### src/include/enigma_defines.svh
`ifndef ENIGMA_DEFINES_SVH
`define ENIGMA_DEFINES_SVH

// ====================
// engine geometry
// ====================

// symbol and rotor index width
`define ENIGMA_CODE_W 6

// entries per rotor
`define ENIGMA_DEPTH 64

// permute rotor reorders in groups of this size
`define ENIGMA_GROUP 8

// one burst loads both rotors back to back
`define ENIGMA_LOAD_LEN 128

`endif

### src/verilog/enigma_pkg.sv
`include "enigma_defines.svh"

package enigma_pkg;

	// one symbol, or one rotor index
	typedef logic [`ENIGMA_CODE_W-1:0] code_t;

	typedef enum logic {
		encrypt = 1'b0,
		decrypt = 1'b1
	} crypt_mode_e;

	typedef enum logic [1:0] {
		idle  = 2'd0,
		load  = 2'd1,
		crypt = 2'd2
	} ctrl_state_e;

	// rotor value seen as step controls
	typedef struct packed {
		logic [`ENIGMA_CODE_W-3:0] upper;
		logic [1:0]                shift_amt;
	} shift_view_t;

	typedef struct packed {
		logic [`ENIGMA_CODE_W-4:0] upper;
		logic [2:0]                perm_mode;
	} perm_view_t;

	typedef union packed {
		shift_view_t as_shift;
		perm_view_t  as_perm;
	} rotor_word_u;

endpackage

### src/verilog/cipher_core.sv
`timescale 1ns/1ps
`include "enigma_defines.svh"

module cipher_core (
	input  logic                    clk,
	input  logic                    rst_n,
	input  logic                    sym_en,
	input  enigma_pkg::crypt_mode_e mode,
	input  enigma_pkg::rotor_word_u a_fwd,
	input  enigma_pkg::rotor_word_u b_fwd,
	input  enigma_pkg::code_t       b_inv,
	input  enigma_pkg::code_t       a_inv,
	output enigma_pkg::code_t       refl,
	output logic [1:0]              shift_amt,
	output logic [2:0]              perm_mode,
	output logic                    out_valid,
	output enigma_pkg::code_t       out_code
);

	enigma_pkg::rotor_word_u refl_w;
	enigma_pkg::rotor_word_u b_inv_w;

	// reflector
	assign refl = enigma_pkg::code_t'(`ENIGMA_DEPTH - 1) - enigma_pkg::code_t'(b_fwd);

	assign refl_w  = refl;
	assign b_inv_w = b_inv;

	// ====================
	// step controls
	// ====================

	// decrypt taps the mirror points of the chain, so both
	// directions step the rotors identically
	always_comb begin
		if (mode == enigma_pkg::decrypt) begin
			shift_amt = b_inv_w.as_shift.shift_amt;
			perm_mode = refl_w.as_perm.perm_mode;
		end else begin
			shift_amt = a_fwd.as_shift.shift_amt;
			perm_mode = b_fwd.as_perm.perm_mode;
		end
	end

	// ====================
	// output stage
	// ====================

	always_ff @(posedge clk or negedge rst_n) begin
		if (!rst_n) begin
			out_valid <= 1'b0;
			out_code  <= '0;
		end else begin
			out_valid <= sym_en;
			out_code  <= sym_en ? a_inv : '0;
		end
	end

endmodule

### config.mk
export PLATFORM = sky130hd
export DESIGN_NAME = cipher_core
export DESIGN_NICKNAME = d
export VERILOG_FILES = /design/src/verilog/enigma_pkg.sv /design/src/verilog/cipher_core.sv
export VERILOG_INCLUDE_DIRS = /design/src /design/src/include
export SDC_FILE = /design/constraint.sdc
export NUM_CORES = 1
export LEC_CHECK = 0
export BUFFER_PORTS_ARGS = -buffer_cell sky130_fd_sc_hd__clkbuf_2
export CAP_MARGIN = 20
export CORE_AREA = 5 5 42 44
export DETAILED_ROUTE_END_ITERATION = 8
export DIE_AREA = 0 0 47 49
export PLACE_DENSITY = 0.72
export SLEW_MARGIN = 25
export SYNTH_ARGS = -nofsm -noshare
export SYNTH_HDL_FRONTEND = slang
export SYNTH_SLANG_ARGS = --single-unit
### constraint.sdc
create_clock -name clk -period 0.8 [get_ports clk]
set_input_delay 0.12 -clock clk [delete_from_list [all_inputs] [get_ports clk]]
set_output_delay 0.12 -clock clk [all_outputs]
set_load 0.02 [all_outputs]
==> metrics.md <==
| Metric | Value |
|---|---|
| Setup TNS | `-0.447 ns` |
| Yosys reg bits | `7` |
| Slowest Stage Delay on Critical Path | `roughly 0.38 ns` |
| Mean post-synth cell area | `around 12 sq um` |
| Dominant cell type by area after synthesis | `dfrtp_1` |
| Die ar. | `between 2000 and 2500 sq um` |
| Vias per std cell | `approximately 3.6` |
| FP Rows | `14` |
| Crit share post-route | `110%` |
| Antenna-violating nets left | `0` |
| Failing checks | `setup timing` |
| Cells after DPL | `79` |
| Critical path's slowest cell | `dfrtp_1` |
| Non-Filler Instances | `84` |
| Top sig layer | `met3` |
| Status | `finished, violations left` |
| Clock Tree Root | `clkbuf_4` |
| Drt drc | `0` |
| WS Path Type | `register to output pin` |
| Fmax | `~1100 MHz` |
| Worst-path cell chain | `buf_6` |
| Minimum setup slack in the final design | `-0.0765 ns` |
| Commonest non-fill, non-tap cell in the layout | `clkbuf_2` |
| GPL Wtd Cong | `between 0.5 and 0.6` |
| CP startpoint kind | `register` |
| Power Dens Cells | `~1600 nW/um^2` |
| Cell family with most CP delay | `flip-flops` |
| Min-delay worst type | `input pin to register` |
| Met1 Wirelength | `between 150 and 200 um` |
| Yosys synthesis warning count | `0` |
| Mapped Cells | `25` |
| N_diodes | `0` |
| Ranking of synthesized cells by area | `dfrtp_1 58%, and2_1 12%, mux2_4 9.9%` |
| Largest net degree at the start of global routing | `8` |
| Fillers | `around 140` |
| LEAKAGE | `0.371 nW` |
| GRT overflow | `0` |
| Worst-path clk slew | `around 0.050 ns` |
| CORE AREA | `roughly 1400 sq um` |
| First-pass DRT Iterations | `1` |
| Post-Syn Area | `a little over 300 sq um` |
| First-pass GRT wire length | `around 1.2 mm` |
| Number of global-route vias before repair | `between 300 and 400` |
| Share of cells above drive strength 1 | `between 60 and 70%` |
| Metal2 WL | `551 um` |
| CTS buffer count | `3` |
| Drt total wl | `~830 um` |
| Initial antenna violation count | `0` |
| Largest buffer count on any clock path | `2` |
| Min Tclk post-route | `about 0.88 ns` |
| Slew HR | `about nine tenths` |
| Layout area overhead | `106%` |
| Stages on the worst setup path | `1` |
| Die Height | `roughly 50 um` |
| Worst-margin pin slew | `about 0.17 ns` |
| Final Max Slew Viols | `0` |
| Starting density of the core | `21.6%` |
| Most frequent cells in the layout | `26 x clkbuf_2, 9 x buf_6, 7 x dfrtp_1, 6 x and2_1, 6 x inv_1` |
| Die Wd | `between 40 and 50 um` |
| Drt wl/cell | `9.89 um` |
| Critical-path maximum fanout | `1` |
| Peak supply drop | `around 0.39 mV` |
| Port bufs | `37` |
| DP HPWL | `724 um` |
| WHS | `0.0460 ns` |
| Worst Path Buf+Inv | `1` |
| Syn Nets | `53` |
| Vias | `300` |
| Overall global routing resource usage | `under 10%` |
| Worst EP arrival | `between 0.7 and 0.8 ns` |
| Distinct cell type count of the synthesized netlist | `6` |
| Final net count | `between 90 and 100` |
| Critical Path RT | `around 0.68 ns` |
| Htree depth | `1` |
| Final Setup Violations | `7` |
| RSZ-0062 raised after global routing | `true` |
| DR iter-0 viols | `0` |
| Clock sinks | `7` |
| # IOs | `46` |
| Worst setup endpoint | `out_code[4]` |
| Max-cap check violation count | `0` |
| Post-synth top area share | `around 58%` |
| Worst setup startpoint | `out_code[4]` |
| Crit. End Element | `output pin` |
| TritonCTS clock tree | `done` |
| Post-synthesis sequential area ratio | `57.9%` |
| Met3 Routed Length | `about 81 um` |
| Final Hold Fails | `0` |
| Postcts setup bufs | `0` |
power breakdown:
group	total, mW	internal (mW)	leakage (nW)	switching (mW)
clock	0.305	0.189	0.0150	0.115
combinational	0.286	0.147	0.267	0.138
sequential	0.382	0.373	0.0890	0.00911
routing by layer:
metal,track usage (%),vias up
li1,-,155
met1,6.08,131
met2,14.3,14
met3,1.11,0
met4,6.91,0
met5,0,-
worst min path at each step:
stage,from,to,slack (ns),cells past startpoint
CTS,sym_en,out_valid,0.04,1
detailed placement,rst_n,out_code[3],-0.04,1
global route,sym_en,out_valid,0.04,1
finish,sym_en,out_valid,0.05,1
global placement,rst_n,out_code[3],-0.05,1
floorplan,rst_n,out_code[0],-0.18,0
repair_timing:
item / CTS / global route
resized for setup: 3 / 28
hold buffers: 1 / 0
endpoints found under the hold margin: 7 / 0
setup endpoints to repair: 12 / 12
pin swaps: 1 / 0
Yosys cell counts:
master / number
and2_1: 6
dfrtp_1: 7
mux2_4: 2
xor2_1: 3
buf_6: 1
inv_1: 6
final cells by class:
cell class,count,area [sq um],area share (%)
timing repair buffer,40,279,44.7
sequential,7,175,28.1
multi-input combinational,11,101,16.2
clock buffer,4,26.3,4.21
inverter,6,22.5,3.61
tap,16,20.0,3.21
sequential cells by signal, summed over array words and instances, names as in the netlist:
signal,cells
out_valid,1
out_code,6
cell families (layout without fill, tap and decap cells):
| group | Yosys count | in the layout | share of synthesized area, % |
|---|---|---|---|
| muxes | 2 | 2 | 9.92 |
| xor gates and xnor gates | 3 | 3 | 8.68 |
| buffers and inverters | 7 | 50 | 11.2 |
| DFF | 7 | 7 | 57.9 |
| and+or+nand+nor | 6 | 6 | 12.4 |
through the flow:
stage / power (mW) / utilization [%] / instance area (sq um) / worst slack (ns)
2_1_floorplan: 0.509 / - / 303 / 0.0811
3_3_place_gp: 0.619 / 36.5 / 512 / -0.0319
3_5_place_dp: 0.625 / 36.5 / 512 / -0.0396
4_1_cts: 0.950 / 40.2 / 563 / -0.0930
5_1_grt: 1.03 / 44.6 / 624 / -0.107
6_report: 0.972 / 44.6 / 624 / -0.0765
Power figures use the tool's default switching activity.
