===== src/include/enigma_defines.svh =====
`ifndef ENIGMA_DEFINES_SVH
`define ENIGMA_DEFINES_SVH

// ====================
// engine geometry
// ====================

// symbol and rotor index width
`define ENIGMA_CODE_W 6

// entries per rotor
`define ENIGMA_DEPTH 64

// permute rotor reorders in groups of this size
`define ENIGMA_GROUP 8

// one burst loads both rotors back to back
`define ENIGMA_LOAD_LEN 128

`endif


===== src/verilog/enigma_pkg.sv =====
`include "enigma_defines.svh"

package enigma_pkg;

	// one symbol, or one rotor index
	typedef logic [`ENIGMA_CODE_W-1:0] code_t;

	typedef enum logic {
		encrypt = 1'b0,
		decrypt = 1'b1
	} crypt_mode_e;

	typedef enum logic [1:0] {
		idle  = 2'd0,
		load  = 2'd1,
		crypt = 2'd2
	} ctrl_state_e;

	// rotor value seen as step controls
	typedef struct packed {
		logic [`ENIGMA_CODE_W-3:0] upper;
		logic [1:0]                shift_amt;
	} shift_view_t;

	typedef struct packed {
		logic [`ENIGMA_CODE_W-4:0] upper;
		logic [2:0]                perm_mode;
	} perm_view_t;

	typedef union packed {
		shift_view_t as_shift;
		perm_view_t  as_perm;
	} rotor_word_u;

endpackage


===== src/verilog/enigma_ctrl.sv =====
`timescale 1ns/1ps
`include "enigma_defines.svh"

module enigma_ctrl (
	input  logic                    clk,
	input  logic                    rst_n,
	input  logic                    in_valid,
	input  logic                    in_valid_2,
	input  enigma_pkg::crypt_mode_e crypt_mode,
	output logic                    load_a_en,
	output logic                    load_b_en,
	output enigma_pkg::code_t       load_idx,
	output logic                    sym_en,
	output enigma_pkg::crypt_mode_e mode
);

	localparam int CNT_W = $clog2(`ENIGMA_LOAD_LEN + 1);

	enigma_pkg::ctrl_state_e state;
	enigma_pkg::ctrl_state_e state_nxt;
	logic [CNT_W-1:0]        cnt;
	logic                    burst_start;

	// ====================
	// load burst counter
	// ====================

	assign burst_start = in_valid && (cnt == '0);

	always_ff @(posedge clk or negedge rst_n) begin
		if (!rst_n) begin
			cnt <= '0;
		end else if (!in_valid) begin
			cnt <= '0;
		end else if (cnt != CNT_W'(`ENIGMA_LOAD_LEN)) begin
			cnt <= cnt + 1'b1;
		end
	end

	// first half fills the shift rotor, second half the permute rotor
	assign load_a_en = in_valid && (cnt < CNT_W'(`ENIGMA_DEPTH));
	assign load_b_en = in_valid && (cnt >= CNT_W'(`ENIGMA_DEPTH)) &&
		(cnt < CNT_W'(`ENIGMA_LOAD_LEN));
	assign load_idx  = cnt[`ENIGMA_CODE_W-1:0];

	always_ff @(posedge clk or negedge rst_n) begin
		if (!rst_n) begin
			mode <= enigma_pkg::encrypt;
		end else if (burst_start) begin
			mode <= crypt_mode;
		end
	end

	// ====================
	// state machine
	// ====================

	// a symbol in load state already counts
	assign sym_en = in_valid_2 && !in_valid &&
		((state == enigma_pkg::load) || (state == enigma_pkg::crypt));

	always_comb begin
		state_nxt = state;
		case (state)
			enigma_pkg::idle: if (in_valid) state_nxt = enigma_pkg::load;
			enigma_pkg::load: if (sym_en) state_nxt = enigma_pkg::crypt;
			enigma_pkg::crypt: if (in_valid) state_nxt = enigma_pkg::load;
			default: state_nxt = enigma_pkg::idle;
		endcase
	end

	always_ff @(posedge clk or negedge rst_n) begin
		if (!rst_n) begin
			state <= enigma_pkg::idle;
		end else begin
			state <= state_nxt;
		end
	end

endmodule


===== config.mk =====
export PLATFORM = sky130hd
export DESIGN_NAME = enigma_ctrl
export DESIGN_NICKNAME = d
export VERILOG_FILES = /design/src/verilog/enigma_pkg.sv /design/src/verilog/enigma_ctrl.sv
export VERILOG_INCLUDE_DIRS = /design/src /design/src/include
export SDC_FILE = /design/constraint.sdc
export NUM_CORES = 1
export LEC_CHECK = 0
export ABC_AREA = 1
export BUFFER_PORTS_ARGS = -buffer_cell sky130_fd_sc_hd__buf_4
export CAP_MARGIN = 15
export CORE_MARGIN = 5
export CORE_UTILIZATION = 35
export DETAILED_ROUTE_END_ITERATION = 8
export SYNTH_ARGS = -nofsm -noshare
export SYNTH_HDL_FRONTEND = slang
export SYNTH_SLANG_ARGS = --single-unit

===== constraint.sdc =====
create_clock -name clk -period 2.02 [get_ports clk]
set_clock_uncertainty 0.15 [all_clocks]
set_input_delay 0.404 -clock clk [delete_from_list [all_inputs] [get_ports clk]]
set_output_delay 0.404 -clock clk [all_outputs]
set_load 0.1 [all_outputs]

==> results.md, run 1 <==
- Min-Delay Path Class: in -> reg
- Simple-gate share of the synthesized area: 33.78%
- Hold_sp: crypt_mode
- Tot Pwr: between 0.7 and 0.8 mW
- Seq pwr share: 34.5%
- Slowest cell on crit path: dfrtp_1
- Mapped cell area: 740.7 sq um
- Height of the die: 56.01 um
- Synth Instances: 104
- Pins over their slew limit: 0
- Crit path largest cell delay: 0.37 ns
- TritonCTS clock tree: yes
- Post-synth EDFFs: 0
- Clock latency on the worst-skew pair: between 0.2 and 0.3 ns
- ANT cells: 0
- Avg WL per Cell: 10.60 um
- Critical Path RT: 1.47 ns
- H-tree Lvls: 1
- Unrepaired setup endpoints after global routing: no
- Initial DRT Pass Iterations: 4
- Area growth syn-to-layout: 21.79%
- Ys Warns: 0
- Most common cell in the netlist: nand2_1
- Clock Sinks: 11
- Initial antenna violation count: 0
- Largest net degree at the start of global routing: 15
- Layout cells sized above 1: between 20% and 30%
- Starting density of the core: 37.37%
- CTS root buffer: clkbuf_4
- Tightest Pin Transition: 0.3249 ns
- Syn Nets: between 100 and 150
- Max Cap Viol: 0
- Compound-Gate Fraction of Synth Area: between 4 and 5%
- Switch Pwr: 0.3390 mW
- Synth Area in XOR/XNOR: ~1.2%
- Power density cells: 877.4 mW/mm^2
- Total negative slack: 0 ns
- Vias: 665
- # DRC: 0
- Fraction of registers with async set or reset after synthesis: between 90% and 100%
- Top FF cell, synth: dfrtp_1
- Crit path launch: state[1]
- HPWL after detailed placement: ~1200 um
- Clk network pwr share: 19.1%
- Fin nets: 130
- Synthesized-area fraction occupied by adder cells: approximately a tenth
- Portion of netlist area occupied by mux cells: 0%
- CTS Buf Count: 3
- Vias in the first global route: 600
- I/O Pins: 15
- Leakage: 0.4589 nW
- Die Width: about 56 um
- Via density: roughly 4.6
- Worst Setup End Kind: primary output
- Worst vdd ir: 0.5095 mV
- Synth cell types: 13
- Maximum clock frequency: about 0.52 GHz
- Crit-path cells: inv_1 -> ha_1 -> nand2_2 -> nor2_4 -> buf_12
- Yosys top cell area share: ~37%
- Max clock buf depth: 2
- Switching part of the total: 42.83%
- Global-route wire length before repair: 2725 um
- Startpoint types: flip-flop
- Die area: 0.003137 sq mm
- Synth area leaders: dfrtp_1 (37%), nand2_1 (14%), nor2_1 (11%)
- Logic gate share of total power: between 40% and 50%
- Synth cell count leaders: nand2_1 (27), nor2_1 (22), dfrtp_1 (11)
- GRT Total Usage: 11.17%
- IO buf count: 14
- Worst Path Arrival: 1.36 ns
- Largest family of logic cells by synthesized area: simple AND/OR/NAND/NOR gates
- Sequential share of the synthesized area: 37.16%
- Minimum clock period: 1.917 ns
- Mean post-synth cell area: 7.122 sq um
- Post-synth top area cell: dfrtp_1
- CP max FO: 3
- Max transition margin: 78.11%
- Pint: 0.4525 mW
- Final wirelength: 1537 um
- Gpl congestion: 0.7633
- Final setup vio count: 0
- DRT iter0 DRCs: 19
- Worst r2r src: state[1]
- Path type of the worst setup path: reg -> out
- CTS clk-pin slew, worst paths: 0.07 ns
- Core Rows: 16
- Congestion Overflow GR: 0
- DRT antenna net count: 0
- Number of synthesized register bits: 11
- Final Hold Fails: 0
- Final worst path period share: a little over nine tenths
- Status: finished, final reports clean
- Placeable Area: 0.001982 sq mm
[critical path: cells and delay by family (launching register included)]
family,cells,cell delay (ns)
fa+ha+maj,1,0.29
buf+inv,2,0.27
flops,1,0.37
simple gates,2,0.17
[path summary, 6_finish.rpt]
path	to	slack [ns]	cells past startpoint
max reg2reg	state[1]	0.47	7
min in group asynchronous	cnt[0]	0.36	2
min reg2reg	mode	0.33	2
max in group asynchronous	state[0]	1.21	2
min	mode	0.22	3
max	sym_en	0.10	5
[power by group through the flow]
stage	registers, mW	logic, mW	clock network, mW
3_5_place_dp	0.281	0.318	0
2_1_floorplan	0.307	0.230	0
5_1_grt	0.276	0.406	0.173
4_1_cts	0.277	0.324	0.163
6_report	0.273	0.367	0.151
3_3_place_gp	0.280	0.314	0
[state kept, by name, indices dropped and copies added (netlist names)]
signal,cells
cnt,8
mode,1
state,2
[kinds of logic after synthesis]
group           count (synthesis)
compound gates                  7
flops                          11
xor+xnor                        1
buf+inv                        17
fa+ha+maj                       6
simple gates                   62
[cell usage in the layout (no fill, tap or decap)]
| cell | count |
|---|---|
| a21oi_1 | 3 |
| buf_12 | 1 |
| buf_4 | 15 |
| clkbuf_1 | 1 |
| clkbuf_4 | 3 |
| dfrtp_1 | 11 |
| dlygate4sd3_1 | 1 |
| ha_1 | 6 |
| inv_1 | 10 |
| nand2_1 | 26 |
| nand2_2 | 1 |
| nand3_1 | 10 |
| nor2_1 | 20 |
| nor2_2 | 2 |
| nor2_4 | 1 |
| nor3_1 | 1 |
| nor3_2 | 1 |
| o21ai_0 | 4 |
| xnor2_1 | 1 |
[layout make-up]
type | instances | area [sq um]
repair buffers | 17 | 142.6
inverters | 10 | 37.54
well taps | 27 | 33.78
clock buffers | 4 | 26.28
multi-input cells | 76 | 386.6
flip-flops and latches | 11 | 275.3
fillers | 218 | 1080
[through the flow]
step	std cells	setup slack (ns)	area (sq um)	util, %	hold slack, ns
after global placement	138	0.2999	835.8	42.17	0.1005
after floorplan	104	-0.2047	755.7	-	-0.04159
after CTS	143	0.02612	875.8	44.19	0.2206
final	145	0.1031	902.1	45.52	0.2236
after global routing	145	0.01278	902.1	45.52	0.2543
after detailed placement	138	0.2798	835.8	42.17	0.1017
[routing by layer]
layer / vias to the layer above / GRT usage, % / wire length [um]
li1: 347 / - / -
met1: 300 / 14.57 / 724
met2: 14 / 15.69 / 714
met3: 4 / 3.480 / 71
met4: 0 / 7.119 / 25
met5: - / 0 / 0
[repair_timing]
item                                   4_1_cts  5_1_grt
resized for setup                            1        3
endpoints found under the hold margin       11        0
buffers inserted                             0        2
setup endpoints to repair                    1        1
cloned                                       0        0
hold buffers                                 1        0
Note: power is estimated with default switching activity, not from simulation.
==> run 2, diff against run 1 <==
--- a/config.mk
+++ b/config.mk
@@ -10,8 +10,9 @@
 export BUFFER_PORTS_ARGS = -buffer_cell sky130_fd_sc_hd__buf_4
 export CAP_MARGIN = 15
 export CORE_MARGIN = 5
-export CORE_UTILIZATION = 35
+export CORE_UTILIZATION = 52
 export DETAILED_ROUTE_END_ITERATION = 8
+export PLACE_DENSITY = 0.76
 export SYNTH_ARGS = -nofsm -noshare
 export SYNTH_HDL_FRONTEND = slang
 export SYNTH_SLANG_ARGS = --single-unit
==> results.md, run 2 (same netlist as run 1, synthesis figures left out) <==
- Avg WL per Cell: 11.27 um
- Register area: 275.3 sq um
- Minimum clock period: 1.968 ns
- Seq pwr share: 34.3%
- R2R cell count: 7
- Clock Sinks: 11
- Cell Area, Placed: a little over 800 sq um
- Hold endpoint: mode
- GRT Total Usage: 14.97%
- Largest regs: cnt (8), state (2), mode (1)
- Via density: 5.023
- Worst r2r dst: state[1]
- # DRC: 0
- Initial DRT Pass Iterations: 4
- Tightest Pin Transition: 0.3443 ns
- Status: finished, final reports clean
- TritonCTS clock tree: yes
- Area occupied by multi-input gates: between 300 and 400 sq um
- IO buf count: 14
- Power density cells: roughly 910 mW/mm^2
- Vias: 668
- H-tree Lvls: 1
- Startpoint types: flip-flop
- Fin cells: 133
- CTS root buffer: clkbuf_4
- Final Hold Fails: 0
- Switch Pwr: 0.3501 mW
- Worst Setup End Kind: primary output
- Layout cells sized above 1: between 20% and 30%
- Max Cap Viol: 0
- Switching part of the total: between 40% and 50%
- DRT iter0 DRCs: 25
- CP max FO: 4
- Final setup vio count: 0
- Starting density of the core: between 50% and 60%
- Largest net degree at the start of global routing: 15
- Worst r2r src: state[0]
- Tot Pwr: 0.8112 mW
- Area growth syn-to-layout: 19.76%
- Final wirelength: approximately 1500 um
- Crit path setup slack, layout: between 0.05 and 0.06 ns
- Height of the die: 47.74 um
- Placeable Area: around 0.0013 sq mm
- Leakage: 0.4575 nW
- Clk network pwr share: 18.5%
- DP Cell Count: 126
- Most frequent cells in the layout: nand2_1 (26), nor2_1 (20), buf_4 (15)
- Final worst path period share: 97.45%
- Worst hold margin: around 0.23 ns
- Reg2reg setup slack: 0.41 ns
- Fin nets: 130
- CTS Buf Count: 3
- HPWL after detailed placement: 1128 um
- Pint: roughly 0.46 mW
- Clock latency on the worst-skew pair: 0.26 ns
- Fillers: 123
- Most common cell after layout, fill and taps aside: nand2_1
- Critical Path RT: approximately 1.5 ns
- ANT cells: 0
- Largest Register: cnt
- Logic gate share of total power: 47.2%
- Congestion Overflow GR: 0
- Gpl congestion: 0.8474
- Die Width: 47.74 um
- Cell area after layout: 887.1 sq um
- Pins over their slew limit: 0
- Maximum clock frequency: 0.5080 GHz
- Worst Path Arrival: roughly 1.4 ns
- Worst Hold Path Cells: 3
- Vias in the first global route: about 560
- Die area: 0.002279 sq mm
- Core Rows: 13
- Hold_sp: crypt_mode
- Initial antenna violation count: 0
- Max clock buf depth: 2
- Worst vdd ir: ~0.49 mV
- Place WS: around 0.27 ns
- DRT antenna net count: 0
- Max reg flops: 8
- Global-route wire length before repair: between 2000 and 2500 um
- I/O Pins: 15
- Path type of the worst setup path: reg -> out
- CTS clk-pin slew, worst paths: 0.07 ns
- Min-Delay Path Class: in -> reg
- Max transition margin: 76.80%
-- run 2: worst max-delay path by stage --
stage,start,slack [ns],end
2_1_floorplan,cnt[6],-0.20,load_b_en
3_3_place_gp,state[0],0.32,sym_en
3_5_place_dp,state[0],0.27,sym_en
4_1_cts,state[0],0.02,sym_en
5_1_grt,state[0],-0.03,sym_en
6_report,state[0],0.05,sym_en
-- run 2: timing repair --
action,CTS,global route
endpoints found under the setup margin,1,1
buffers inserted,0,2
hold buffers,1,0
pin swaps,0,1
gates resized for setup,1,4
endpoints found under the hold margin,11,0
-- run 2: critical path, cell delays in order, from the launching register on --
cell     delay, ns
dfrtp_1       0.41
inv_2         0.05
ha_1          0.30
nand2_2       0.08
nor2_4        0.13
buf_12        0.18
-- run 2: area by class of cell --
class                      count  share of cell area [%]
clock buffer                   4                   2.962
inverter                      10                   4.231
multi-input combinational     76                   43.58
sequential                    11                   31.03
tap                           15                   2.116
timing repair buffer          17                   16.08
-- run 2: stage by stage --
step           util [%]  TNS [ns]
3_3_place_gp      62.30         0
3_5_place_dp      62.30         0
4_1_cts           65.34         0
2_1_floorplan         -   -0.2047
5_1_grt           67.33  -0.03255
6_report          67.33         0
-- run 2: layer usage --
metal	vias up	wire, um	GRT usage, %
met4	0	15	6.452
met2	14	715	24.01
met3	2	57	2.256
met5	-	0	0
li1	349	-	-
met1	303	710	19.91
-- run 2: power groups by stage --
stage / registers, mW / logic [mW] / clock network, mW
floorplan: 0.307 / 0.230 / 0
global placement: 0.279 / 0.317 / 0
detailed placement: 0.281 / 0.319 / 0
CTS: 0.277 / 0.326 / 0.156
global route: 0.283 / 0.417 / 0.171
finish: 0.278 / 0.383 / 0.150
==> run 3, diff against run 2 <==
--- a/config.mk
+++ b/config.mk
@@ -10,9 +10,9 @@
 export BUFFER_PORTS_ARGS = -buffer_cell sky130_fd_sc_hd__buf_4
 export CAP_MARGIN = 15
 export CORE_MARGIN = 5
-export CORE_UTILIZATION = 52
+export CORE_UTILIZATION = 47
 export DETAILED_ROUTE_END_ITERATION = 8
-export PLACE_DENSITY = 0.76
+export PLACE_DENSITY = 0.73
 export SYNTH_ARGS = -nofsm -noshare
 export SYNTH_HDL_FRONTEND = slang
 export SYNTH_SLANG_ARGS = --single-unit
==> constraint.sdc (replaced) <==
create_clock -name clk -period 1.7 [get_ports clk]
set_clock_uncertainty 0.15 [all_clocks]
set_input_delay 0.34 -clock clk [delete_from_list [all_inputs] [get_ports clk]]
set_output_delay 0.34 -clock clk [all_outputs]
set_load 0.1 [all_outputs]
==> results.md, run 3 (same netlist as run 1, synthesis figures left out) <==
- Area growth syn-to-layout: 33.28%
- Worst Setup End Kind: primary output
- Worst r2r src: state[1]
- Logic gate share of total power: 52.5%
- H-tree Lvls: 1
- ANT cells: 0
- Top Family by Delay on Critical Path: flip-flops
- DRT iter0 DRCs: 15
- CTS root buffer: clkbuf_4
- Violated checks: setup timing
- Critical Path RT: 1.21 ns
- Max transition margin: between 70 and 80%
- Tightest Pin Transition: 0.3697 ns
- Worst hold margin: 0.1583 ns
- Gpl congestion: a little over 0.8
- Min-Delay Path Class: in -> reg
- Max Cap Viol: 0
- Crit-path cells: inv_2 -> ha_4 -> nand2_4 -> nor2_4 -> buf_12
- Pins over their slew limit: 0
- Startpoint types: flip-flop
- Seq pwr share: 30.0%
- Final wirelength: 1679 um
- Avg WL per Cell: 11.99 um
- Via density: 5.043
- Cell Area, Placed: 855.8 sq um
- Switching part of the total: 42.89%
- Initial antenna violation count: 0
- Largest net degree at the start of global routing: 12
- Fin cells: 140
- Crit path launch: state[1]
- CTS Buf Count: 3
- Largest regs: cnt (8), state (2), mode (1)
- Crit path setup slack, layout: -0.09006 ns
- Height of the die: 49.70 um
- Unrepaired setup endpoints after global routing: yes
- Power density cells: 1084 mW/mm^2
- Clock latency on the worst-skew pair: approximately 0.27 ns
- Max reg flops: 8
- IO buf count: 14
- Global-route wire length before repair: 3042 um
- Final worst path period share: 105.3%
- TritonCTS clock tree: yes
- Maximum clock frequency: 0.5586 GHz
- DRT antenna net count: 0
- Total negative slack: -0.09006 ns
- Placeable Area: between 0.0015 and 0.002 sq mm
- Most common cell after layout, fill and taps aside: nand2_1
- Switch Pwr: around 0.46 mW
- Final setup vio count: 1
- Clock Sinks: 11
- Layout cells sized above 1: 29.84%
- Cell area after layout: 987.2 sq um
- Final Hold Fails: 0
- Status: finished with violations
- Clk network pwr share: 17.5%
- Path type of the worst setup path: reg -> out
- Core Rows: 14
- # DRC: 0
- Hold_sp: crypt_mode
- Slowest cell on crit path: dfrtp_1
- Minimum clock period: between 1.5 and 2 ns
- Worst Path Arrival: around 1.3 ns
- GRT Total Usage: 15.86%
- Congestion Overflow GR: 0
- Most frequent cells in the layout: nand2_1 (25), nor2_1 (20), buf_4 (19)
- Buf/Inv on CP: 2
- Die Width: 49.70 um
- Fin nets: roughly 140
- Crit path largest cell delay: 0.36 ns
- Worst vdd ir: just over 0.8 mV
- CTS clk-pin slew, worst paths: roughly 0.07 ns
- Initial DRT Pass Iterations: 4
- HPWL after detailed placement: 1205 um
- Starting density of the core: between 40% and 50%
- Largest Register: cnt
- I/O Pins: 15
- DP Cell Count: 130
- Vias in the first global route: 700
- Leakage: 0.4987 nW
- Pint: 0.6114 mW
- Vias: 706
- Max clock buf depth: 2
- Die area: approximately 0.0025 sq mm
- CP max FO: 2
[run 3: cell count changes in the layout (fill, tap and decap cells not counted), sizes merged]
cell  change
buf       +6
[run 3: final timing paths]
path | to | slack, ns | depth (start not counted)
worst max-delay path | sym_en | -0.09 | 5
worst min-delay path | mode | 0.16 | 3
worst max register to register | state[1] | 0.18 | 7
worst min register to register | mode | 0.34 | 2
max in group asynchronous | cnt[7] | 0.96 | 2
min in group asynchronous | cnt[4] | 0.28 | 2
[run 3: repair_timing]
item | in CTS | in global routing
setup endpoints to repair | 3 | 3
hold buffers | 1 | 0
pin swaps | 1 | 2
setup buffers | 4 | 1
hold endpoints to repair | 11 | 0
gates resized for setup | 14 | 3
[run 3: routing by layer]
layer  vias up  global-route usage (%)  part of all wire (%)
met4         0                   8.297                   2.6
met3         5                   4.518                   4.5
li1        361                       -                     -
met5         -                       0                     0
met1       323                   20.04                    44
met2        17                   24.15                    48
[run 3: power by group through the flow]
| stage | clock (mW) | sequential [mW] | combinational [mW] |
|---|---|---|---|
| 6_report | 0.187 | 0.322 | 0.562 |
| 2_1_floorplan | 0 | 0.365 | 0.275 |
| 3_5_place_dp | 0 | 0.326 | 0.412 |
| 5_1_grt | 0.211 | 0.327 | 0.614 |
| 4_1_cts | 0.192 | 0.321 | 0.540 |
| 3_3_place_gp | 0 | 0.323 | 0.398 |
[run 3: area by class of cell]
type,count,area (sq um)
sequential,11,276.5
clock buffer,4,26.28
tap,16,20.02
timing repair buffer,23,203.9
fill,120,519.2
inverter,10,37.54
multi-input combinational,76,422.9
[run 3: metrics by stage]
step | util [%] | total power [mW] | setup slack (ns)
floorplan | - | 0.6400 | -0.06074
global placement | 56.81 | 0.7206 | 0.08939
detailed placement | 56.81 | 0.7376 | 0.03512
CTS | 64.45 | 1.053 | -0.09903
global route | 65.53 | 1.152 | -0.1634
finish | 65.53 | 1.071 | -0.09006
[run 3: worst register-to-register path: cells and delay by family, from the launching register on]
| family | cells | cell delay [ns] |
|---|---|---|
| flip-flops | 1 | 0.36 |
| AND/OR/NAND/NOR | 4 | 0.26 |
| AO/OA/AOI/OAI | 1 | 0.32 |
| adder cells (fa/ha/maj) | 1 | 0.27 |
| buffers and inverters | 1 | 0.07 |
